`config.mk`:
```
export PLATFORM = sky130hd
export DESIGN_NAME = spif_top
export DESIGN_NICKNAME = d
export VERILOG_FILES = /design/src/hdl/spif_pkg.sv /design/src/hdl/uart_tx_escape.sv /design/src/hdl/uart_rx_unescape.sv /design/src/hdl/boot_loader.sv /design/src/hdl/spif_regs.sv /design/src/hdl/spif_top.sv
export SDC_FILE = /design/constraint.sdc
export NUM_CORES = 1
export LEC_CHECK = 0
export BUFFER_PORTS_ARGS = -buffer_cell sky130_fd_sc_hd__buf_2
export CORE_MARGIN = 5
export CORE_UTILIZATION = 61
export DETAILED_ROUTE_END_ITERATION = 7
export PLACE_DENSITY_LB_ADDON = 0.2
export SYNTH_ARGS = -nofsm -noshare
export SYNTH_HDL_FRONTEND = slang
export SYNTH_SLANG_ARGS = --single-unit
```
`constraint.sdc`:
```
create_clock -name clk -period 5.4 [get_ports clk]
set_clock_uncertainty 0.2 [all_clocks]
set_input_delay 0.54 -clock clk [delete_from_list [all_inputs] [get_ports clk]]
set_output_delay 0.54 -clock clk [all_outputs]
set_load 0.02 [all_outputs]
```
`src/hdl/spif_pkg.sv`:
```
//================================================
// shared widths, register map, flash constants,
// FSM enums and bus structs
//================================================
package spif_pkg;

  localparam int DATA_WIDTH = 24;               // data RAM word width

  typedef logic [7:0]            byte_t;        // uart or flash byte
  typedef logic [DATA_WIDTH-1:0] data_word_t;   // data RAM word
  typedef logic [15:0]           code_word_t;   // code RAM word
  typedef logic [15:0]           dest_addr_t;   // RAM destination
  typedef logic [23:0]           flash_addr_t;  // flash byte address
  typedef logic [3:0]            reg_addr_t;    // apb word index

  localparam byte_t FAST_READ = 8'h0B;          // read with one dummy byte
  localparam byte_t ESC_BYTE  = 8'h10;          // 10h..13h need escaping

  //================================================
  // register map
  //================================================
  localparam reg_addr_t REG_UART      = 4'd0;   // tx byte / rx byte
  localparam reg_addr_t REG_RX_FULL   = 4'd1;
  localparam reg_addr_t REG_TX_BUSY   = 4'd2;
  localparam reg_addr_t REG_BOOT      = 4'd3;   // w: reboot, r: booting
  localparam reg_addr_t REG_CODE_DEST = 4'd4;
  localparam reg_addr_t REG_CODE_DATA = 4'd5;

  typedef enum logic [2:0] {
    B_IDLE, B_OPCODE, B_ADDR2, B_ADDR1, B_ADDR0, B_DUMMY, B_STREAM
  } boot_state_e;                               // order matters, steps by +1

  typedef enum logic [2:0] {
    M_CMD, M_DEST_H, M_DEST_L, M_CNT_H, M_CNT_L, M_DATA
  } stream_mode_e;

  typedef enum logic {RX_IDLE, RX_ESC} rx_state_e;

  typedef struct packed {
    logic       psel;
    logic       penable;
    logic       pwrite;
    reg_addr_t  paddr;
    data_word_t pwdata;
  } apb_req_t;

  typedef struct packed {
    data_word_t prdata;
    logic       pready;
  } apb_rsp_t;

  typedef struct packed {
    logic       code_we;                        // code RAM takes data[15:0]
    logic       data_we;
    dest_addr_t addr;
    data_word_t data;
  } mem_wr_t;

  typedef struct packed {
    logic        start;                         // reboot strobe
    flash_addr_t flash_addr;
    logic        code_dest;                     // load destination
    dest_addr_t  dest;
    logic        code_data;                     // write one code word
    code_word_t  code;
  } boot_cmd_t;

endpackage

```
`src/hdl/uart_tx_escape.sv`:
```
//================================================
// uart tx: 10h..13h go out as 10h, 0x
//================================================
`timescale 1ns/10ps

module uart_tx_escape (
  input  logic             clk,
  input  logic             arstn,
  input  logic             i_tx_wr,
  input  spif_pkg::byte_t  i_tx_byte,
  input  logic             i_u_ready,
  output logic             o_u_wr,
  output spif_pkg::byte_t  o_u_dout,
  output logic             o_tx_busy
);
  import spif_pkg::*;

  logic       escaped;          // tail byte still owed
  logic [1:0] tail;             // low bits of the escaped byte
  logic       is_esc;
  logic       send_tail;

  assign is_esc    = (i_tx_byte[7:2] == ESC_BYTE[7:2]);
  assign send_tail = escaped & i_u_ready & ~o_u_wr;     // uart back-pressure
  assign o_tx_busy = escaped | ~i_u_ready | i_tx_wr | o_u_wr;

  always_ff @(posedge clk or negedge arstn) begin
    if (!arstn) begin
      o_u_wr  <= 1'b0;
      escaped <= 1'b0;
    end else begin
      o_u_wr <= i_tx_wr | send_tail;                    // one-cycle strobe
      if (i_tx_wr)
        escaped <= is_esc;
      else if (send_tail)
        escaped <= 1'b0;
    end
  end

  always_ff @(posedge clk) begin
    if (i_tx_wr) begin
      o_u_dout <= is_esc ? ESC_BYTE : i_tx_byte;        // prefix first
      tail     <= i_tx_byte[1:0];
    end else if (send_tail) begin
      o_u_dout <= {6'b000000, tail};
    end
  end

endmodule

```
`src/hdl/uart_rx_unescape.sv`:
```
//================================================
// uart rx: undo 10h, 0x pairs into a holding reg
//================================================
`timescale 1ns/10ps

module uart_rx_unescape (
  input  logic             clk,
  input  logic             arstn,
  input  logic             i_u_full,
  input  spif_pkg::byte_t  i_u_din,
  output logic             o_u_rd,
  input  logic             i_rx_pop,
  output spif_pkg::byte_t  o_rx_byte,
  output logic             o_rx_full
);
  import spif_pkg::*;

  rx_state_e state;
  logic      rx_ok;             // raw byte there, not just popped
  logic      is_esc;
  logic      load;              // pop into holding reg
  logic      skip;              // pop and drop
  byte_t     load_byte;

  assign rx_ok  = i_u_full & ~o_u_rd;
  assign is_esc = (i_u_din[7:2] == ESC_BYTE[7:2]);

  always_comb begin
    load      = 1'b0;
    skip      = 1'b0;
    load_byte = i_u_din;
    if (rx_ok) begin
      if (state == RX_ESC) begin
        load      = ~o_rx_full;                         // waits for room
        load_byte = {ESC_BYTE[7:2], i_u_din[1:0]};
      end else if (is_esc) begin
        skip = 1'b1;                                    // prefix or stray 11h..13h
      end else begin
        load = ~o_rx_full;
      end
    end
  end

  always_ff @(posedge clk or negedge arstn) begin
    if (!arstn) begin
      state     <= RX_IDLE;
      o_u_rd    <= 1'b0;
      o_rx_full <= 1'b0;
    end else begin
      o_u_rd <= load | skip;
      if (i_rx_pop)
        o_rx_full <= 1'b0;
      if (load)
        o_rx_full <= 1'b1;                              // only loads when empty
      if (skip && (i_u_din[1:0] == 2'b00))
        state <= RX_ESC;
      else if (load)
        state <= RX_IDLE;
    end
  end

  always_ff @(posedge clk) begin
    if (load)
      o_rx_byte <= load_byte;
  end

endmodule

```
`src/hdl/boot_loader.sv`:
```
//================================================
// flash fast-read sequencer and boot stream
// interpreter feeding the RAM write port
//================================================
`timescale 1ns/10ps

module boot_loader (
  input  logic                 clk,
  input  logic                 arstn,
  input  spif_pkg::boot_cmd_t  i_boot_cmd,
  input  logic                 i_f_ready,
  input  spif_pkg::byte_t      i_f_din,
  output logic                 o_f_wr,
  output spif_pkg::byte_t      o_f_dout,
  output logic                 o_f_cs_n,
  output spif_pkg::mem_wr_t    o_mem,
  output logic                 o_p_reset,
  output logic                 o_booting
);
  import spif_pkg::*;

  boot_state_e  state;
  stream_mode_e mode;
  flash_addr_t  faddr;          // read start address
  dest_addr_t   dest;
  logic [15:0]  count;          // words left minus one
  data_word_t   word;           // msb first shift reg
  logic [2:0]   sink;           // 0 code, 1 data, else discard
  logic [1:0]   bytes;          // bytes per word minus one
  logic [1:0]   bytecnt;
  logic         primed;         // dummy byte already sent
  logic         code_we;
  logic         data_we;
  logic         bump;           // advance dest after a write
  logic         f_ok;
  byte_t        tx_byte;

  assign f_ok      = i_f_ready & ~o_f_wr;               // previous exchange done
  assign o_booting = (state != B_IDLE);

  always_comb begin
    case (state)
      B_OPCODE: tx_byte = FAST_READ;
      B_ADDR2:  tx_byte = faddr[23:16];
      B_ADDR1:  tx_byte = faddr[15:8];
      B_ADDR0:  tx_byte = faddr[7:0];
      default:  tx_byte = 8'h00;                        // dummy and stream clocks
    endcase
  end

  always_comb begin
    o_mem.code_we = code_we;
    o_mem.data_we = data_we;
    o_mem.addr    = dest;
    o_mem.data    = word;
  end

  always_ff @(posedge clk or negedge arstn) begin
    if (!arstn) begin
      state     <= B_OPCODE;                            // boot from flash 0
      mode      <= M_CMD;
      faddr     <= '0;
      dest      <= '0;
      count     <= '0;
      word      <= '0;
      sink      <= '0;
      bytes     <= '0;
      bytecnt   <= '0;
      primed    <= 1'b0;
      code_we   <= 1'b0;
      data_we   <= 1'b0;
      bump      <= 1'b0;
      o_f_wr    <= 1'b0;
      o_f_dout  <= '0;
      o_f_cs_n  <= 1'b1;
      o_p_reset <= 1'b1;
    end else begin
      o_f_wr  <= 1'b0;
      code_we <= 1'b0;
      data_we <= 1'b0;
      bump    <= 1'b0;
      if (bump) begin
        dest <= dest + 16'd1;                           // discarded words count too
        word <= '0;
      end
      case (state)
        B_IDLE: begin                                   // cpu code writes
          if (i_boot_cmd.code_dest)
            dest <= i_boot_cmd.dest;
          if (i_boot_cmd.code_data) begin
            word    <= data_word_t'(i_boot_cmd.code);
            code_we <= 1'b1;
            bump    <= 1'b1;
          end
        end
        B_OPCODE, B_ADDR2, B_ADDR1, B_ADDR0: begin
          if (f_ok) begin
            o_f_wr   <= 1'b1;
            o_f_dout <= tx_byte;
            o_f_cs_n <= 1'b0;
            state    <= boot_state_e'(state + 3'd1);
          end
        end
        B_DUMMY: begin                                  // dummy, then first data clock
          if (f_ok) begin
            o_f_wr   <= 1'b1;
            o_f_dout <= tx_byte;
            primed   <= ~primed;
            if (primed)
              state <= B_STREAM;
          end
        end
        B_STREAM: begin
          if (f_ok) begin
            o_f_wr   <= 1'b1;                           // keep one exchange in flight
            o_f_dout <= tx_byte;
            case (mode)
              M_CMD: begin
                if (i_f_din[7:5] == 3'b111) begin       // end of stream
                  o_f_wr    <= 1'b0;
                  o_f_cs_n  <= 1'b1;
                  o_p_reset <= i_f_din[4];
                  state     <= B_IDLE;
                end else if (i_f_din == 8'hC0) begin
                  mode <= M_DEST_H;
                end else if (i_f_din == 8'hC2) begin
                  mode <= M_CNT_H;
                end else if (!i_f_din[7]) begin         // 00/01: data header
                  mode    <= M_DATA;
                  sink    <= i_f_din[4:2];
                  bytes   <= i_f_din[1:0];
                  bytecnt <= i_f_din[1:0];
                  word    <= '0;
                end
              end
              M_DEST_H: begin
                dest[15:8] <= i_f_din;
                mode       <= M_DEST_L;
              end
              M_DEST_L: begin
                dest[7:0] <= i_f_din;
                mode      <= M_CMD;
              end
              M_CNT_H: begin
                count[15:8] <= i_f_din;
                mode        <= M_CNT_L;
              end
              M_CNT_L: begin
                count[7:0] <= i_f_din;
                mode       <= M_CMD;
              end
              M_DATA: begin
                word <= {word[DATA_WIDTH-9:0], i_f_din};    // 4-byte words lose top byte
                if (bytecnt != 2'd0) begin
                  bytecnt <= bytecnt - 2'd1;
                end else begin
                  bytecnt <= bytes;
                  code_we <= (sink == 3'd0);
                  data_we <= (sink == 3'd1);
                  bump    <= 1'b1;
                  if (count != 16'd0)
                    count <= count - 16'd1;
                  else
                    mode <= M_CMD;
                end
              end
              default: mode <= M_CMD;
            endcase
          end
        end
        default: state <= B_IDLE;
      endcase
      if (i_boot_cmd.start) begin                       // reboot, cs# high for a cycle
        state    <= B_OPCODE;
        faddr    <= i_boot_cmd.flash_addr;
        mode     <= M_CMD;
        primed   <= 1'b0;
        o_f_wr   <= 1'b0;
        o_f_cs_n <= 1'b1;
      end
    end
  end

endmodule

```
`src/hdl/spif_regs.sv`:
```
//================================================
// apb slave: read mux, wait states, command strobes
//================================================
`timescale 1ns/10ps

module spif_regs (
  input  logic                 clk,
  input  logic                 arstn,
  input  spif_pkg::apb_req_t   i_apb,
  output spif_pkg::apb_rsp_t   o_apb,
  input  spif_pkg::byte_t      i_rx_byte,
  input  logic                 i_rx_full,
  input  logic                 i_tx_busy,
  input  logic                 i_booting,
  output logic                 o_tx_wr,
  output spif_pkg::byte_t      o_tx_byte,
  output logic                 o_rx_pop,
  output spif_pkg::boot_cmd_t  o_boot_cmd
);
  import spif_pkg::*;

  logic       stall;            // drives pready low
  logic       access;           // apb access phase
  logic       wr_done;
  logic       rd_done;
  logic       start_q;
  logic       dest_q;
  logic       code_q;
  data_word_t wdata_q;          // last completed write data

  assign access  = i_apb.psel & i_apb.penable;
  assign wr_done = access & i_apb.pwrite & ~stall;
  assign rd_done = access & ~i_apb.pwrite;        // reads never stall

  // only two writes can wait
  always_comb begin
    stall = 1'b0;
    if (i_apb.psel && i_apb.pwrite) begin
      case (i_apb.paddr)
        REG_UART:      stall = i_tx_busy;         // escaper still sending
        REG_CODE_DATA: stall = i_booting;         // loader owns the RAM port
        default:       stall = 1'b0;
      endcase
    end
  end

  always_comb begin
    o_apb.pready = ~stall;
    case (i_apb.paddr)
      REG_UART:    o_apb.prdata = data_word_t'(i_rx_byte);
      REG_RX_FULL: o_apb.prdata = data_word_t'(i_rx_full);
      REG_TX_BUSY: o_apb.prdata = data_word_t'(i_tx_busy);
      REG_BOOT:    o_apb.prdata = data_word_t'(i_booting);
      default:     o_apb.prdata = '0;
    endcase
  end

  assign o_rx_pop = rd_done & (i_apb.paddr == REG_UART);    // full drops next cycle

  //================================================
  // write strobes, one cycle after the apb edge
  //================================================
  always_ff @(posedge clk or negedge arstn) begin
    if (!arstn) begin
      o_tx_wr <= 1'b0;
      start_q <= 1'b0;
      dest_q  <= 1'b0;
      code_q  <= 1'b0;
    end else begin
      o_tx_wr <= wr_done & (i_apb.paddr == REG_UART);
      start_q <= wr_done & (i_apb.paddr == REG_BOOT);
      dest_q  <= wr_done & (i_apb.paddr == REG_CODE_DEST);
      code_q  <= wr_done & (i_apb.paddr == REG_CODE_DATA);
    end
  end

  always_ff @(posedge clk) begin
    if (wr_done)
      wdata_q <= i_apb.pwdata;                    // shared by every strobe
  end

  assign o_tx_byte = wdata_q[7:0];

  always_comb begin
    o_boot_cmd.start      = start_q;
    o_boot_cmd.flash_addr = wdata_q;              // both 24 bits
    o_boot_cmd.code_dest  = dest_q;
    o_boot_cmd.dest       = wdata_q[15:0];
    o_boot_cmd.code_data  = code_q;
    o_boot_cmd.code       = wdata_q[15:0];
  end

endmodule

```
`src/hdl/spif_top.sv`:
```
//================================================
// boot controller top: apb regs, uart paths, loader
//================================================
`timescale 1ns/10ps

module spif_top (
  input  logic                clk,
  input  logic                arstn,
  input  spif_pkg::apb_req_t  i_apb,
  output spif_pkg::apb_rsp_t  o_apb,
  input  logic                i_u_ready,
  input  logic                i_u_full,
  input  spif_pkg::byte_t     i_u_din,
  output logic                o_u_wr,
  output logic                o_u_rd,
  output spif_pkg::byte_t     o_u_dout,
  input  logic                i_f_ready,
  input  spif_pkg::byte_t     i_f_din,
  output logic                o_f_wr,
  output spif_pkg::byte_t     o_f_dout,
  output logic                o_f_cs_n,
  output spif_pkg::mem_wr_t   o_mem,
  output logic                o_p_reset
);
  import spif_pkg::*;

  byte_t     rx_byte;           // unescaped rx holding reg
  logic      rx_full;
  logic      rx_pop;            // apb read of REG_UART
  logic      tx_wr;
  byte_t     tx_byte;
  logic      tx_busy;
  logic      booting;
  boot_cmd_t boot_cmd;

  spif_regs u_regs (
    .clk(clk), .arstn(arstn), .i_apb(i_apb), .o_apb(o_apb),
    .i_rx_byte(rx_byte), .i_rx_full(rx_full), .i_tx_busy(tx_busy),
    .i_booting(booting), .o_tx_wr(tx_wr), .o_tx_byte(tx_byte),
    .o_rx_pop(rx_pop), .o_boot_cmd(boot_cmd)
  );

  uart_tx_escape u_tx (
    .clk(clk), .arstn(arstn), .i_tx_wr(tx_wr), .i_tx_byte(tx_byte),
    .i_u_ready(i_u_ready), .o_u_wr(o_u_wr), .o_u_dout(o_u_dout),
    .o_tx_busy(tx_busy)
  );

  uart_rx_unescape u_rx (
    .clk(clk), .arstn(arstn), .i_u_full(i_u_full), .i_u_din(i_u_din),
    .o_u_rd(o_u_rd), .i_rx_pop(rx_pop), .o_rx_byte(rx_byte),
    .o_rx_full(rx_full)
  );

  boot_loader u_boot (
    .clk(clk), .arstn(arstn), .i_boot_cmd(boot_cmd), .i_f_ready(i_f_ready),
    .i_f_din(i_f_din), .o_f_wr(o_f_wr), .o_f_dout(o_f_dout),
    .o_f_cs_n(o_f_cs_n), .o_mem(o_mem), .o_p_reset(o_p_reset),
    .o_booting(booting)
  );

endmodule

```
; ---- Yosys cells after proc, flatten, opt, wreduce, memory -nomap -nowiden
; Index checks and enable logic that the tools add are counted.
[op_classes]
div = 0
shift = 0
reduce_logical = 33
mux = 92
n_eq_ne = 39
mul = 0
add_sub_neg = 4
order_cmp = 0
bitwise_logic = 30
[op_table]
columns = op, count
row1 = $mux W24, 7
row2 = $pmux W24 S2, 2
row3 = $mux W16, 5
row4 = $pmux W8 S4, 2
row5 = $mux W8, 7
row6 = $mux W3, 16
row7 = $mux W1, 37
row8 = $pmux W16 S2, 1
row9 = $pmux W8 S2, 2
row10 = $pmux W3 S4, 2
row11 = $reduce_and A7 Y1, 3
row12 = $reduce_bool A2 Y1, 10
row13 = $eq A3 B3 Y1 const B, 6
row14 = $add A16 B1 Y16 const B, 1
row15 = $eq A8 B8 Y1 const B, 2
row16 = $reduce_bool A16 Y1, 1
row17 = $sub A16 B1 Y16 const B, 1
row18 = $ne A3 B2 Y1 const B, 5
row19 = $reduce_and A5 Y1, 3
row20 = $and A1 B1 Y1, 13
row21 = $eq A3 B2 Y1 const B, 4
row22 = $eq A6 B3 Y1 const B, 2
row23 = $ne A2 B2 Y1 const B, 6
row24 = $ne A3 B3 Y1 const B, 4
row25 = other kinds (24), 56
[totals]
regBits = 159
in_bits = 52
latchBits = 0
memories = 0
ram_bits = 0
output_inout_bits = 88
romBits = 0

; ---- Longest topological paths before layout
; Gate-level depths: netlist of run 1.
[logic_depth]
word_depth = 9
mapped_depth = 9

; ---- Hierarchy
; From an unflattened synthesis of run 1, not the netlist that was laid out.
[hier_totals]
cells_unflattened = 731
area_unflattened_um2 = 8090.3
[by_module_without_submodules]
columns = module, instances, area_per_inst_um2, cells_each, seq_area_each_um2
row1 = boot_loader, 1, 5680.4, 560, 2706.3
row2 = spif_regs, 1, 1470.2, 111, 820.8
row3 = uart_tx_escape, 1, 485.5, 31, 350.3
row4 = uart_rx_unescape, 1, 454.2, 29, 315.3

; ---- Worst setup path after synthesis of run 1
; No wires, ideal clock.
[synth_path]
kind = input to register
from = input i_u_ready
to = register u_regs.wdata_q[0] (enable)
path_slack_ns = 2.311
arrival_ns = 2.482
setup_time_ns = 0.407
path_stages = 4
path_cell_list = or4b_2 > or3b_2 > a21boi_0 > nor2_1
[synth_via]
elab_chain_cells = 8
[synth_rtl]
columns = item, line
row1 = from (decl), spif_top.sv:11  ; input logic i_u_ready,
row2 = $not A1 Y1, uart_tx_escape.sv:25  ; assign o_tx_busy = escaped | ~i_u_ready | i_tx_wr | o_u_wr;
row3 = $or A1 B1 Y1 (3 in series), uart_tx_escape.sv:25
row4 = $pmux W1 S2, spif_regs.sv:39  ; case (i_apb.paddr)
row5 = $mux W1, spif_regs.sv:38  ; if (i_apb.psel && i_apb.pwrite) begin
row6 = $not A1 Y1, spif_regs.sv:32  ; assign wr_done = access & i_apb.pwrite & ~stall;
row7 = $and A1 B1 Y1, spif_regs.sv:32
row8 = to (signal assigned), spif_regs.sv:79  ; wdata_q <= i_apb.pwdata;
row9 = to (decl), spif_regs.sv:29  ; data_word_t wdata_q;
; Every way passes these cells.
; A chain may end at the register's enable or synchronous reset.

; ---- Worst setup path in the final report of run 1
[layout_path]
from = register u_boot.state[0]
to = register u_boot.dest[8]
[layout_via]
elab_chain_cells = 2
word_cells_on_any_way = 3
classes_between = 1 x eq/ne / 1 x mux / 1 x reduce/logical
[layout_rtl]
columns = item, line
row1 = from (decl), boot_loader.sv:22  ; boot_state_e state;
row2 = from (signal assigned), boot_loader.sv:101  ; state <= boot_state_e'(state + 3'd1);
row3 = $eq A3 B3 Y1 or $logic_not A3 Y1 (tied branches), boot_loader.sv:86  ; case (state)
row4 = $pmux W16 S2 (*), boot_loader.sv:86
row5 = to (signal assigned), boot_loader.sv:83  ; dest <= dest + 16'd1;
row6 = to (signal assigned), boot_loader.sv:89  ; dest <= i_boot_cmd.dest;
row7 = to (signal assigned), boot_loader.sv:137  ; dest[15:8] <= i_f_din;
row8 = to (decl), boot_loader.sv:25  ; dest_addr_t dest;
; Mark *: on every way between the ends. The rest lies on a longest branch, timed or not.

==> summary.txt, run 1 <==
Floorplanning
  – FP Rows: 41
  – Initial Util: 62.2%
  – Die Footprint: 15200 sq um
  – Height of the die: 123 um
  – Core area: 12600 sq um
  – Die X-Extent: 123 um
  – Count of boundary I/O pins: 140

Critical path
  – CP required: 5510 ps
  – Max incr delay on CP: 1240 ps
  – Crit path buffers/inverters: 1
  – Crit end category: flop
  – Critical path launch point type: flop
  – Worst-path cell chain: inv_1 > ha_1 > nand2_1 > nor4_1 > nor3_1 > a221o_1
  – CP Max Fanout: 39
  – Largest delay contributor family on the critical path: simple AND/OR/NAND/NOR gates
  – Crit path arrival time: 3610 ps
  – Slowest-stage cell, CP: nor4_1
  – Crit Path Category: flop to flop

Timing
  – Sum Neg Setup Slack: 0 ps
  – Normalized max-slew margin: 14.9%
  – Top achievable clock speed: 0.285 GHz
  – Fin crit share: 64.9%
  – Setup-failing EPs final: 0
  – Min Clock Period, post-route: 3510 ps
  – Hold Fails Final Rpt: 0
  – Smallest hold slack: 13.0 ps
  – Least-Margin Pin Slew: 1270 ps
  – Slew Limit Fails: 0
  – RSZ-0062 raised after global routing: no

Clocking
  – Clock Tree Buf Depth: 2
  – CTS Buf Count: 17
  – Post-CTS Resized: 0
  – Post-CTS Setup Bufs: 0
  – Clk_lat worst skew: 430 ps
  – H-tree levels: 4
  – TritonCTS clock tree: done
  – Clock transition at the registers of the reported paths: 70 ps
  – Clk sinks: 159
  – Hold Buf Count CTS: 0
  – CTS root buffer: clkbuf_16

Routing
  – Initial DRC count: 728
  – DR pass1 iterations: 6
  – Via density per instance: 6.38
  – Wirelength per Cell: 20.8 um
  – WL final: 21500 um
  – Post-route DRC: 0
  – Vias: 6583
  – Antenna Violating Nets Remaining: 0

Yosys
  – Ys async rst share: 73.6%
  – Adder-Cell Fraction of Synth Area: 1.12%
  – Post-synth top flop: dfrtp_1
  – Post-Synth Simple-Gate Area: 17.2%
  – Post-synth top area share: 36.3%
  – Synth Instances: 740
  – Seq/Total Area, Yosys: 53.4%
  – Synth unique cells: 66
  – Synth Area in XOR/XNOR: 1.67%
  – Fraction of synthesized area in multiplexers: 4.85%
  – Post-synth EDFFs: 42
  – Compound-gate portion of the synthesized area: 17.4%
  – Mapped Area: 7850 sq um
  – Synth Area per Inst: 10.6 sq um
  – Dominant cells by area after synthesis: dfrtp_1 36%, edfxtp_1 16%, mux2_2 4.3%
  – #FFs+latches synth: 159
  – Main combinational cell family by area after synthesis: compound AO/OA/AOI/OAI gates
  – Largest area contributor in the netlist: dfrtp_1
  – Ys Warns: 0

Finish
  – Fin nets: 906
  – Layout cells sized above 1: 24.0%
  – Layout Area Growth over Synthesis: 16.0%
  – Fill count: 930
  – Diodes inserted: 0
  – Fin area: 9100 sq um

Worst hold path
  – HP Class: primary input to async pin

Status
  – Outcome: completed

Global routing
  – Overall Global Routing Usage: 29.2%
  – Initial antenna violation count: 0
  – Grt total ovfl: 0
  – First-pass GRT wire length: 33700 um
  – Vias in the first global route: 6534
  – Largest net degree at the start of global routing: 67

Place
  – RePlAce Congestion: 0.906
  – Port bufs: 123
  – Detailed placement HPWL: 14900 um
  – Placed instance area: 8500 sq um

Pwr
  – Power per Cell Area: 485 nW/um^2
  – LEAKAGE: 0.00396 uW
  – Peak supply drop: 344 uV

Run
  – Max Cap Viol: 0
cell type report:
cell class	count	area, sq um	area share (%)
flip-flops and latches	159	4190	46.1
multi-input cells	526	3380	37.1
repair buffers	129	661	7.26
clock buffers	22	475	5.22
well taps	172	215	2.36
clock inverters	10	128	1.40
inverters	14	52.6	0.577
metrics by stage:
step	std cells	util, %	power [uW]	setup WS [ps]
after CTS	1031	72.1	4390	1980
after global placement	999	67.3	3120	2140
after global routing	1032	72.1	4650	1680
final	1032	72.1	4420	1890
after detailed placement	999	67.3	3170	1990
after floorplan	755	-	2710	2310
path summary, 6_finish.rpt:
path                                             start                           end  slack (ps)  cells after the start
setup / recovery           u_boot.state[0]$_DFFE_PN1P_      u_boot.dest[8]$_DFF_PN0_        1890                      6
hold / removal                                   arstn      u_boot.data_we$_DFF_PN0_          10                      1
setup reg to reg           u_boot.state[0]$_DFFE_PN1P_      u_boot.dest[8]$_DFF_PN0_        1890                      6
hold reg to reg             u_boot.sink[1]$_DFFE_PN0P_      u_boot.data_we$_DFF_PN0_         270                      1
max in group asynchronous                        arstn     u_boot.word[16]$_DFF_PN0_        3730                      2
min in group clk                             i_apb[23]  u_regs.wdata_q[23]$_DFFE_PN_          80                      1
cells in the mapped netlist, types with 6 or more instances:
library cell / n
a221oi_1: 6
or3_1: 6
xnor2_1: 7
nor2_1: 51
mux2_2: 30
and2_1: 23
nor4_1: 11
nor3b_1: 9
edfxtp_1: 42
nor2b_1: 19
o21ai_0: 49
nand2b_1: 11
nand2_1: 41
nor3_1: 21
or2_2: 6
a21oi_1: 44
xor2_1: 8
a22oi_1: 33
buf_4: 20
a222oi_1: 9
ha_1: 7
a211oi_1: 10
a31oi_1: 11
inv_1: 14
dfrtp_1: 114
nand3_1: 21
clkbuf_1: 34
sequential cells by signal, indices dropped and copies added, names as in the netlist, 2 cells and up:
register and flops:
u_boot.count 16, u_boot.word 24, u_regs.wdata_q 24, u_boot.faddr 24, u_rx.o_rx_byte 8, u_boot.mode 3
u_boot.bytes 2, u_tx.o_u_dout 8, u_boot.state 3, u_boot.sink 3, u_boot.o_f_dout 8, u_tx.tail 2
u_boot.dest 16, u_boot.bytecnt 2
cell families (layout without fill, tap and decap cells):
family | Yosys count | after routing
AND/OR/NAND/NOR | 249 | 249
AO/OA/AOI/OAI | 206 | 206
flip-flops | 159 | 159
buffers and inverters | 70 | 175
multiplexers | 33 | 33
XOR/XNOR | 15 | 15
adder cells (fa/ha/maj) | 7 | 7
other | 1 | 16
power breakdown:
part	internal, uW	leakage (uW)	switching [uW]
clock	728	0.000292	498
sequential	1480	0.00193	277
combinational	528	0.00174	909
placed cells by master (no fill, tap or decap), types with 14 or more instances in the layout:
cell | Yosys | layout
mux2_2 | 30 | 30
edfxtp_1 | 42 | 42
buf_2 | 2 | 123
nand3_1 | 21 | 21
dfrtp_1 | 114 | 114
nor2b_1 | 19 | 19
o21ai_0 | 49 | 49
a22oi_1 | 33 | 33
conb_1 | 1 | 16
nand2_1 | 41 | 41
nor3_1 | 21 | 21
and2_1 | 23 | 23
nor2_1 | 51 | 50
inv_1 | 14 | 14
clkbuf_16 | 0 | 18
a21oi_1 | 44 | 44
routing by layer:
metal / wire [um] / up-vias / track usage (%)
met3: 1820 / 68 / 7.46
met4: 785 / 0 / 13.8
met5: 0 / - / 0
met1: 8310 / 3204 / 36.6
li1: - / 2952 / -
met2: 10500 / 359 / 47.7
No activity file was read; power rests on OpenSTA's default activity.
==> inputs of run 2 (changes only) <==
--- a/config.mk
+++ b/config.mk
@@ -7,7 +7,7 @@
 export LEC_CHECK = 0
 export BUFFER_PORTS_ARGS = -buffer_cell sky130_fd_sc_hd__buf_2
 export CORE_MARGIN = 5
-export CORE_UTILIZATION = 61
+export CORE_UTILIZATION = 56
 export DETAILED_ROUTE_END_ITERATION = 7
 export PLACE_DENSITY_LB_ADDON = 0.2
 export SYNTH_ARGS = -nofsm -noshare
==> constraint.sdc (replaced) <==
create_clock -name clk -period 3.4 [get_ports clk]
set_clock_uncertainty 0.2 [all_clocks]
set_input_delay 0.34 -clock clk [delete_from_list [all_inputs] [get_ports clk]]
set_output_delay 0.34 -clock clk [all_outputs]
set_load 0.02 [all_outputs]
==> summary.txt, run 2 (synthesis gave the netlist of run 1 again) <==
Status
  – Outcome: completed (unchanged)

Routing
  – Vias: 6722 (was 6583)
  – Initial DRC count: 619 (was 728)
  – Wirelength per Cell: 20.6 um (was 20.8 um)
  – Via density per instance: 6.20 (was 6.38)
  – WL final: 22300 um (was 21500 um)
  – Post-route DRC: 0 (unchanged)
  – DR pass1 iterations: 6 (unchanged)
  – Antenna Violating Nets Remaining: 0 (unchanged)

Finish
  – Layout Area Growth over Synthesis: 21.9% (was 16.0%)
  – Fill count: 1012 (was 930)
  – Layout cells sized above 1: 23.8% (was 24.0%)
  – Fin nets: 950 (was 906)
  – Largest regs: u_boot.faddr x24, u_boot.word x24, u_regs.wdata_q x24 (unchanged)
  – Final design utilization: 69.2% (was 72.1%)
  – Commonest cells after routing, fill and taps aside: 122 x buf_2, 114 x dfrtp_1, 50 x nor2_1, 49 x o21ai_0, 44 x a21oi_1 (was 123 x buf_2, 114 x dfrtp_1, 50 x nor2_1, 49 x o21ai_0, 44 x a21oi_1)
  – Diodes inserted: 0 (unchanged)
  – Most common cell after layout, fill and taps aside: buf_2 (unchanged)
  – Fin area: 9570 sq um (was 9100 sq um)

Worst hold path
  – Hold-critical path endpoint: u_rx.o_rx_byte[3]$_DFFE_PP_
  – HP Class: primary input to flop (was primary input to async pin)
  – Hold_sp: i_u_din[3]
  – Hold Path Stages: 2

Clocking
  – Clk_lat worst skew: 430 ps (about the same)
  – CTS root buffer: clkbuf_16 (unchanged)
  – H-tree levels: 4 (unchanged)
  – Clk sinks: 159 (unchanged)
  – CTS Buf Count: 17 (unchanged)
  – Clock transition at the registers of the reported paths: 60 ps (was 70 ps)
  – Clock Tree Buf Depth: 2 (unchanged)
  – Post-CTS Resized: 0 (unchanged)
  – TritonCTS clock tree: done (unchanged)

Place
  – Placed instance area: 8590 sq um (was 8500 sq um)
  – RePlAce Congestion: 0.905 (was 0.906)
  – DP Worst Slack: 696 ps (was 1990 ps)
  – Detailed placement HPWL: 15100 um (was 14900 um)
  – Port bufs: 123 (unchanged)

Timing
  – Hold Fails Final Rpt: 0 (unchanged)
  – Smallest hold slack: 18.8 ps (was 13.0 ps)
  – Normalized max-slew margin: 29.5% (was 14.9%)
  – Worst setup margin: 386 ps (was 1890 ps)
  – Least-Margin Pin Slew: 1060 ps (was 1270 ps)
  – Setup-failing EPs final: 0 (unchanged)
  – Min Clock Period, post-route: 3010 ps
  – Sum Neg Setup Slack: 0 ps (unchanged)
  – RSZ-0062 raised after global routing: no (unchanged)
  – Slew Limit Fails: 0 (unchanged)
  – Fin crit share: 88.7%
  – Top achievable clock speed: 0.332 GHz

Floorplanning
  – Count of boundary I/O pins: 140 (unchanged)
  – Die X-Extent: 128 um (was 123 um)
  – FP Rows: 43 (was 41)
  – Height of the die: 128 um (was 123 um)
  – Initial Util: 56.8% (was 62.2%)
  – Die Footprint: 16500 sq um (was 15200 sq um)
  – Core area: 13800 sq um (was 12600 sq um)

Critical path
  – Crit Path Category: flop to output pin (was flop to flop)
  – Crit end category: output pin (was flop)
  – R2R setup slack: 500 ps (was 1890 ps)
  – Crit path arrival time: 2470 ps (was 3610 ps)
  – Critical path launch point type: flop (unchanged)
  – CP required: 2860 ps (was 5510 ps)
  – Worst reg-to-reg path cell count: 7 (was 6)
  – Reg2reg end: u_boot.count[14]$_DFFE_PN0P_ (was u_boot.dest[8]$_DFF_PN0_)
  – CP Max Fanout: 16 (was 39)
  – Worst reg2reg path startpoint: u_boot.count[0]$_DFFE_PN0P_ (was u_boot.state[0]$_DFFE_PN1P_)

Pwr
  – LEAKAGE: 0.00418 uW (was 0.00396 uW)
  – Peak supply drop: 535 uV (was 344 uV)
  – Power per Cell Area: 746 nW/um^2 (was 485 nW/um^2)

Global routing
  – Vias in the first global route: 6549 (was 6534)
  – First-pass GRT wire length: 35000 um (was 33700 um)
  – Overall Global Routing Usage: 27.6% (was 29.2%)
  – Largest net degree at the start of global routing: 66 (was 67)
  – Initial antenna violation count: 0 (unchanged)
  – Grt total ovfl: 0 (unchanged)

Run
  – Max Cap Viol: 0 (unchanged)
[run 2: layout make-up]
cell class / count / area (sq um) / share of cell area, %
clock buffers: 20 / 437 / 4.57
flip-flops and latches: 159 / 4190 / 43.8
inverters: 14 / 52.6 / 0.549
repair buffers: 173 / 1090 / 11.4
clock inverters: 12 / 185 / 1.94
multi-input cells: 526 / 3380 / 35.3
well taps: 180 / 225 / 2.35
[run 2: worst max path at each step]
stage / start / to / slack, ps / cells after the start
after global routing: u_regs.o_tx_wr$_DFF_PN0_ / o_apb[1] / 290 / 4
after CTS: u_regs.o_tx_wr$_DFF_PN0_ / o_apb[1] / 380 / 4
after global placement: u_boot.count[0]$_DFFE_PN0P_ / u_boot.count[1]$_DFFE_PN0P_ / 800 / 7
after floorplan: u_tx.o_u_wr$_DFF_PN0_ / u_regs.wdata_q[0]$_DFFE_PN_ / 360 / 4
final: u_regs.o_tx_wr$_DFF_PN0_ / o_apb[1] / 390 / 4
after detailed placement: u_boot.count[0]$_DFFE_PN0P_ / u_boot.count[1]$_DFFE_PN0P_ / 700 / 7
[run 2: power breakdown]
| part | leakage [uW] | switching [uW] | internal [uW] |
|---|---|---|---|
| logic | 0.00194 | 1430 | 880 |
| clock network | 0.000305 | 789 | 1240 |
| registers | 0.00193 | 446 | 2350 |
| total | 0.00418 | 2670 | 4470 |
[run 2: worst max-delay path, stage by stage, from the launching register on]
cell and delay (ps):
dfrtp_1 520, or4b_2 710, mux4_2 480, nor3b_1 170
buf_2 160
[run 2: stage by stage]
stage | instances | power, uW
2_1_floorplan | 755 | 4310
3_3_place_gp | 1017 | 4940
3_5_place_dp | 1017 | 5040
4_1_cts | 1084 | 7110
5_1_grt | 1084 | 7500
6_report | 1084 | 7140
[run 2: repair_timing]
item                      4_1_cts  5_1_grt
hold endpoints to repair       81        0
hold buffers                   35        0
buffers inserted                0        0
[run 2: metal layers]
metal / vias up / wire, um / track usage, %
met5: - / 0 / 0
met4: 0 / 509 / 9.49
met3: 46 / 1560 / 6.48
met2: 291 / 11500 / 46.5
met1: 3330 / 8710 / 35.2
li1: 3055 / - / -
==> inputs of run 3 (changes only) <==
--- a/config.mk
+++ b/config.mk
@@ -7,9 +7,11 @@
 export LEC_CHECK = 0
 export BUFFER_PORTS_ARGS = -buffer_cell sky130_fd_sc_hd__buf_2
 export CORE_MARGIN = 5
-export CORE_UTILIZATION = 56
+export CORE_UTILIZATION = 58
+export CTS_BUF_LIST = sky130_fd_sc_hd__clkbuf_4 sky130_fd_sc_hd__clkbuf_8
 export DETAILED_ROUTE_END_ITERATION = 7
-export PLACE_DENSITY_LB_ADDON = 0.2
+export PLACE_DENSITY = 0.86
 export SYNTH_ARGS = -nofsm -noshare
 export SYNTH_HDL_FRONTEND = slang
+export SYNTH_HIERARCHICAL = 1
 export SYNTH_SLANG_ARGS = --single-unit
==> summary.txt, run 3 <==
Floorplanning
  – Count of boundary I/O pins: 140 (unchanged)
  – Initial Util: 58.7% (was 56.8%)
  – FP Rows: 43 (unchanged)
  – Die Footprint: 16400 sq um (was 16500 sq um)
  – Core area: 13800 sq um (about the same)
  – Die X-Extent: 128 um (about the same)
  – Height of the die: 128 um (about the same)

Yosys
  – Ys async rst share: 73.6% (unchanged)
  – Dominant cells by area after synthesis: dfrtp_1 35%, edfxtp_1 16%, buf_4 5.7% (was dfrtp_1 36%, edfxtp_1 16%, mux2_2 4.3%)
  – Post-synth top area share: 35.3% (was 36.3%)
  – Synth unique cells: 88 (was 66)
  – Post-synth top cells: 114 x dfrtp_1, 61 x buf_4, 42 x edfxtp_1 (was 114 x dfrtp_1, 51 x nor2_1, 49 x o21ai_0)
  – Mapped Area: 8090 sq um (was 7850 sq um)
  – Most frequent cell after synthesis: dfrtp_1 (unchanged)
  – Post-synth EDFFs: 42 (unchanged)
  – Synth Area per Inst: 11.1 sq um (was 10.6 sq um)
  – Ys Warns: 6 (was 0)
  – Post-synth top flop: dfrtp_1 (unchanged)
  – Synth Instances: 731 (was 740)
  – Largest area contributor in the netlist: dfrtp_1 (unchanged)
  – Seq/Total Area, Yosys: 51.8% (was 53.4%)
  – #FFs+latches synth: 159 (unchanged)

Place
  – DP Worst Slack: 562 ps (was 696 ps)
  – Placed cells: 963 (was 1017)
  – Detailed placement HPWL: 14400 um (was 15100 um)
  – RePlAce Congestion: 0.911 (was 0.905)
  – Placed instance area: 8470 sq um (was 8590 sq um)
  – Port bufs: 123 (unchanged)

Finish
  – Layout Area Growth over Synthesis: 14.6% (was 21.9%)
  – Largest regs: u_boot/faddr x24, u_boot/word x24, u_regs/wdata_q x24 (was u_boot.faddr x24, u_boot.word x24, u_regs.wdata_q x24)
  – Commonest cells after routing, fill and taps aside: 122 x buf_2, 114 x dfrtp_1, 42 x edfxtp_1, 40 x dlygate4sd3_1, 39 x nor2_1 (was 122 x buf_2, 114 x dfrtp_1, 50 x nor2_1, 49 x o21ai_0, 44 x a21oi_1)
  – Fin cells: 1035 (was 1084)
  – Diodes inserted: 0 (unchanged)
  – Most common cell after layout, fill and taps aside: buf_2 (unchanged)
  – Fin nets: 902 (was 950)
  – Fin area: 9270 sq um (was 9570 sq um)
  – Layout cells sized above 1: 26.8% (was 23.8%)

Timing
  – RSZ-0062 raised after global routing: no (unchanged)
  – Top achievable clock speed: 0.321 GHz (was 0.332 GHz)
  – Slew Limit Fails: 0 (unchanged)
  – Sum Neg Setup Slack: 0 ps (unchanged)
  – Setup-failing EPs final: 0 (unchanged)
  – Fin crit share: 91.6% (was 88.7%)
  – Worst setup margin: 287 ps (was 386 ps)
  – Least-Margin Pin Slew: 1270 ps (was 1060 ps)
  – Normalized max-slew margin: 15.7% (was 29.5%)
  – Min Clock Period, post-route: 3110 ps (was 3010 ps)
  – Hold Fails Final Rpt: 0 (unchanged)

Routing
  – WL final: 21800 um (was 22300 um)
  – Via density per instance: 6.15 (was 6.20)
  – Wirelength per Cell: 21.1 um (was 20.6 um)
  – Antenna Violating Nets Remaining: 0 (unchanged)
  – Initial DRC count: 993 (was 619)
  – Vias: 6370 (was 6722)
  – DR pass1 iterations: 7 (was 6)
  – Post-route DRC: 0 (unchanged)

Critical path
  – Critical path launch point type: flop (unchanged)
  – Worst-path cell chain: inv_1 > ha_1 > nor2b_1 > inv_1 > nand3_1 > a211oi_2 > nand3_1 > buf_2 (was or4b_2 > mux4_2 > nor3b_1 > buf_2)
  – Max incr delay on CP: 600 ps (was 710 ps)
  – Slowest-stage cell, CP: dfstp_2 (was or4b_2)
  – Crit path arrival time: 2570 ps (was 2470 ps)
  – Largest delay contributor family on the critical path: flip-flops (was simple AND/OR/NAND/NOR gates)
  – Crit path buffers/inverters: 3 (was 1)
  – Crit end category: output pin (unchanged)
  – Crit Path Category: flop to output pin (unchanged)
  – CP Max Fanout: 6 (was 16)
  – CP required: 2860 ps (about the same)

Status
  – Outcome: completed (unchanged)

Pwr
  – Combinational group share of total power: 25.0% (was 32.4%)
  – NetSw: 1840 uW (was 2670 uW)
  – Power per Cell Area: 571 nW/um^2 (was 746 nW/um^2)
  – Total power: 5290 uW (was 7140 uW)
  – Switch share: 34.8% (was 37.4%)
  – LEAKAGE: 0.00414 uW (was 0.00418 uW)
  – Peak supply drop: 582 uV (was 535 uV)
  – Sequential power share: 47.7% (was 39.1%)
  – Clock power share: 27.3% (was 28.4%)
  – Int Pwr: 3450 uW (was 4470 uW)

Global routing
  – Grt total ovfl: 0 (unchanged)
  – First-pass GRT wire length: 34900 um (was 35000 um)
  – Overall Global Routing Usage: 27.6% (about the same)
  – Largest net degree at the start of global routing: 61 (was 66)
  – Initial antenna violation count: 0 (unchanged)
  – Vias in the first global route: 6339 (was 6549)

Worst hold path
  – HP Class: primary input to flop (unchanged)

Clocking
  – Clock transition at the registers of the reported paths: 90 ps (was 60 ps)
  – Post-CTS Setup Bufs: 0 (unchanged)
  – H-tree levels: 4 (unchanged)
  – Post-CTS Resized: 0 (unchanged)
  – CTS Buf Count: 17 (unchanged)
  – CTS root buffer: clkbuf_8 (was clkbuf_16)
  – TritonCTS clock tree: done (unchanged)
  – Clock Tree Buf Depth: 2 (unchanged)
  – Clk_lat worst skew: 480 ps (was 430 ps)
  – Clk sinks: 159 (unchanged)

Run
  – Max Cap Viol: 0 (unchanged)
==> run 3: changes by cell type in the layout (fill, tap and decap cells not counted), moves of 6 or more <==
cell / previous run / this run
nor3_1: 21 / 10
a222oi_1: 9 / 20
nor2b_1: 19 / 3
mux2i_1: 2 / 8
a21oi_1: 44 / 33
inv_1: 14 / 31
a211oi_1: 10 / 2
o21ai_0: 49 / 20
nor2_1: 50 / 39
clkbuf_8: 0 / 19
a22oi_1: 33 / 13
clkbuf_16: 17 / 0
a22o_1: 1 / 9
o21ai_1: 0 / 15
==> run 3: cells by family after synthesis <==
kind of cell	after synthesis	synth area share (%)
and+or+nand+nor	218	16.3
AOI/OAI and AO/OA	163	14.3
DFF	159	51.8
buffers and inverters	127	9.06
muxes	39	5.49
xor gates and xnor gates	16	1.73
adders and majority gates	8	1.24
other	1	0.0464
==> run 3: final timing paths <==
path	start	slack, ps	depth (start not counted)	end
max	u_boot/state[0]$_DFFE_PN1P_	290	8	o_apb[0]
min	i_f_din[2]	30	2	u_boot/sink[0]$_DFFE_PN0P_
max reg2reg	u_boot/state[1]$_DFFE_PN0P_	460	7	u_regs/wdata_q[10]$_DFFE_PP_
min reg2reg	u_regs/wdata_q[23]$_DFFE_PP_	290	1	u_boot/faddr[23]$_DFFE_PN0P_
max in group asynchronous	arstn	1910	3	u_boot/o_f_dout[5]$_DFFE_PN0P_
min in group asynchronous	arstn	280	2	u_boot/dest[2]$_DFF_PN0_
==> run 3: repair_timing <==
item,4_1_cts,5_1_grt
setup endpoints to repair,0,0
hold endpoints to repair,93,1
hold buffers,39,1
==> run 3: stage by stage <==
stage	utilization, %	hold slack (ps)
2_1_floorplan	-	-156
3_3_place_gp	61.5	261
3_5_place_dp	61.5	267
4_1_cts	67.3	0.0469
5_1_grt	67.3	5.26
6_report	67.3	26.7
==> run 3: power by group through the flow <==
stage / clock network (uW) / logic (uW) / registers, uW
3_3_place_gp: 0 / 1190 / 2530
5_1_grt: 1550 / 1430 / 2560
3_5_place_dp: 0 / 1230 / 2540
6_report: 1450 / 1320 / 2530
2_1_floorplan: 0 / 736 / 2610
4_1_cts: 1450 / 1280 / 2510
==> run 3: cell type report <==
class / count / area (sq um)
fill: 995 / 4500
clock buffer: 21 / 277
inverter: 31 / 116
sequential: 159 / 4190
multi-input combinational: 460 / 3230
tap: 180 / 225
clock inverter: 11 / 130
timing repair buffer: 173 / 1110
==> run 3: routing by layer <==
metal  up-vias  GRT usage [%]  wire (um)
met5         -              0          0
met4         0           8.49        488
met3        42           7.58       1850
met2       376           44.3      10600
met1      3107           36.7       8890
li1       2845              -          -
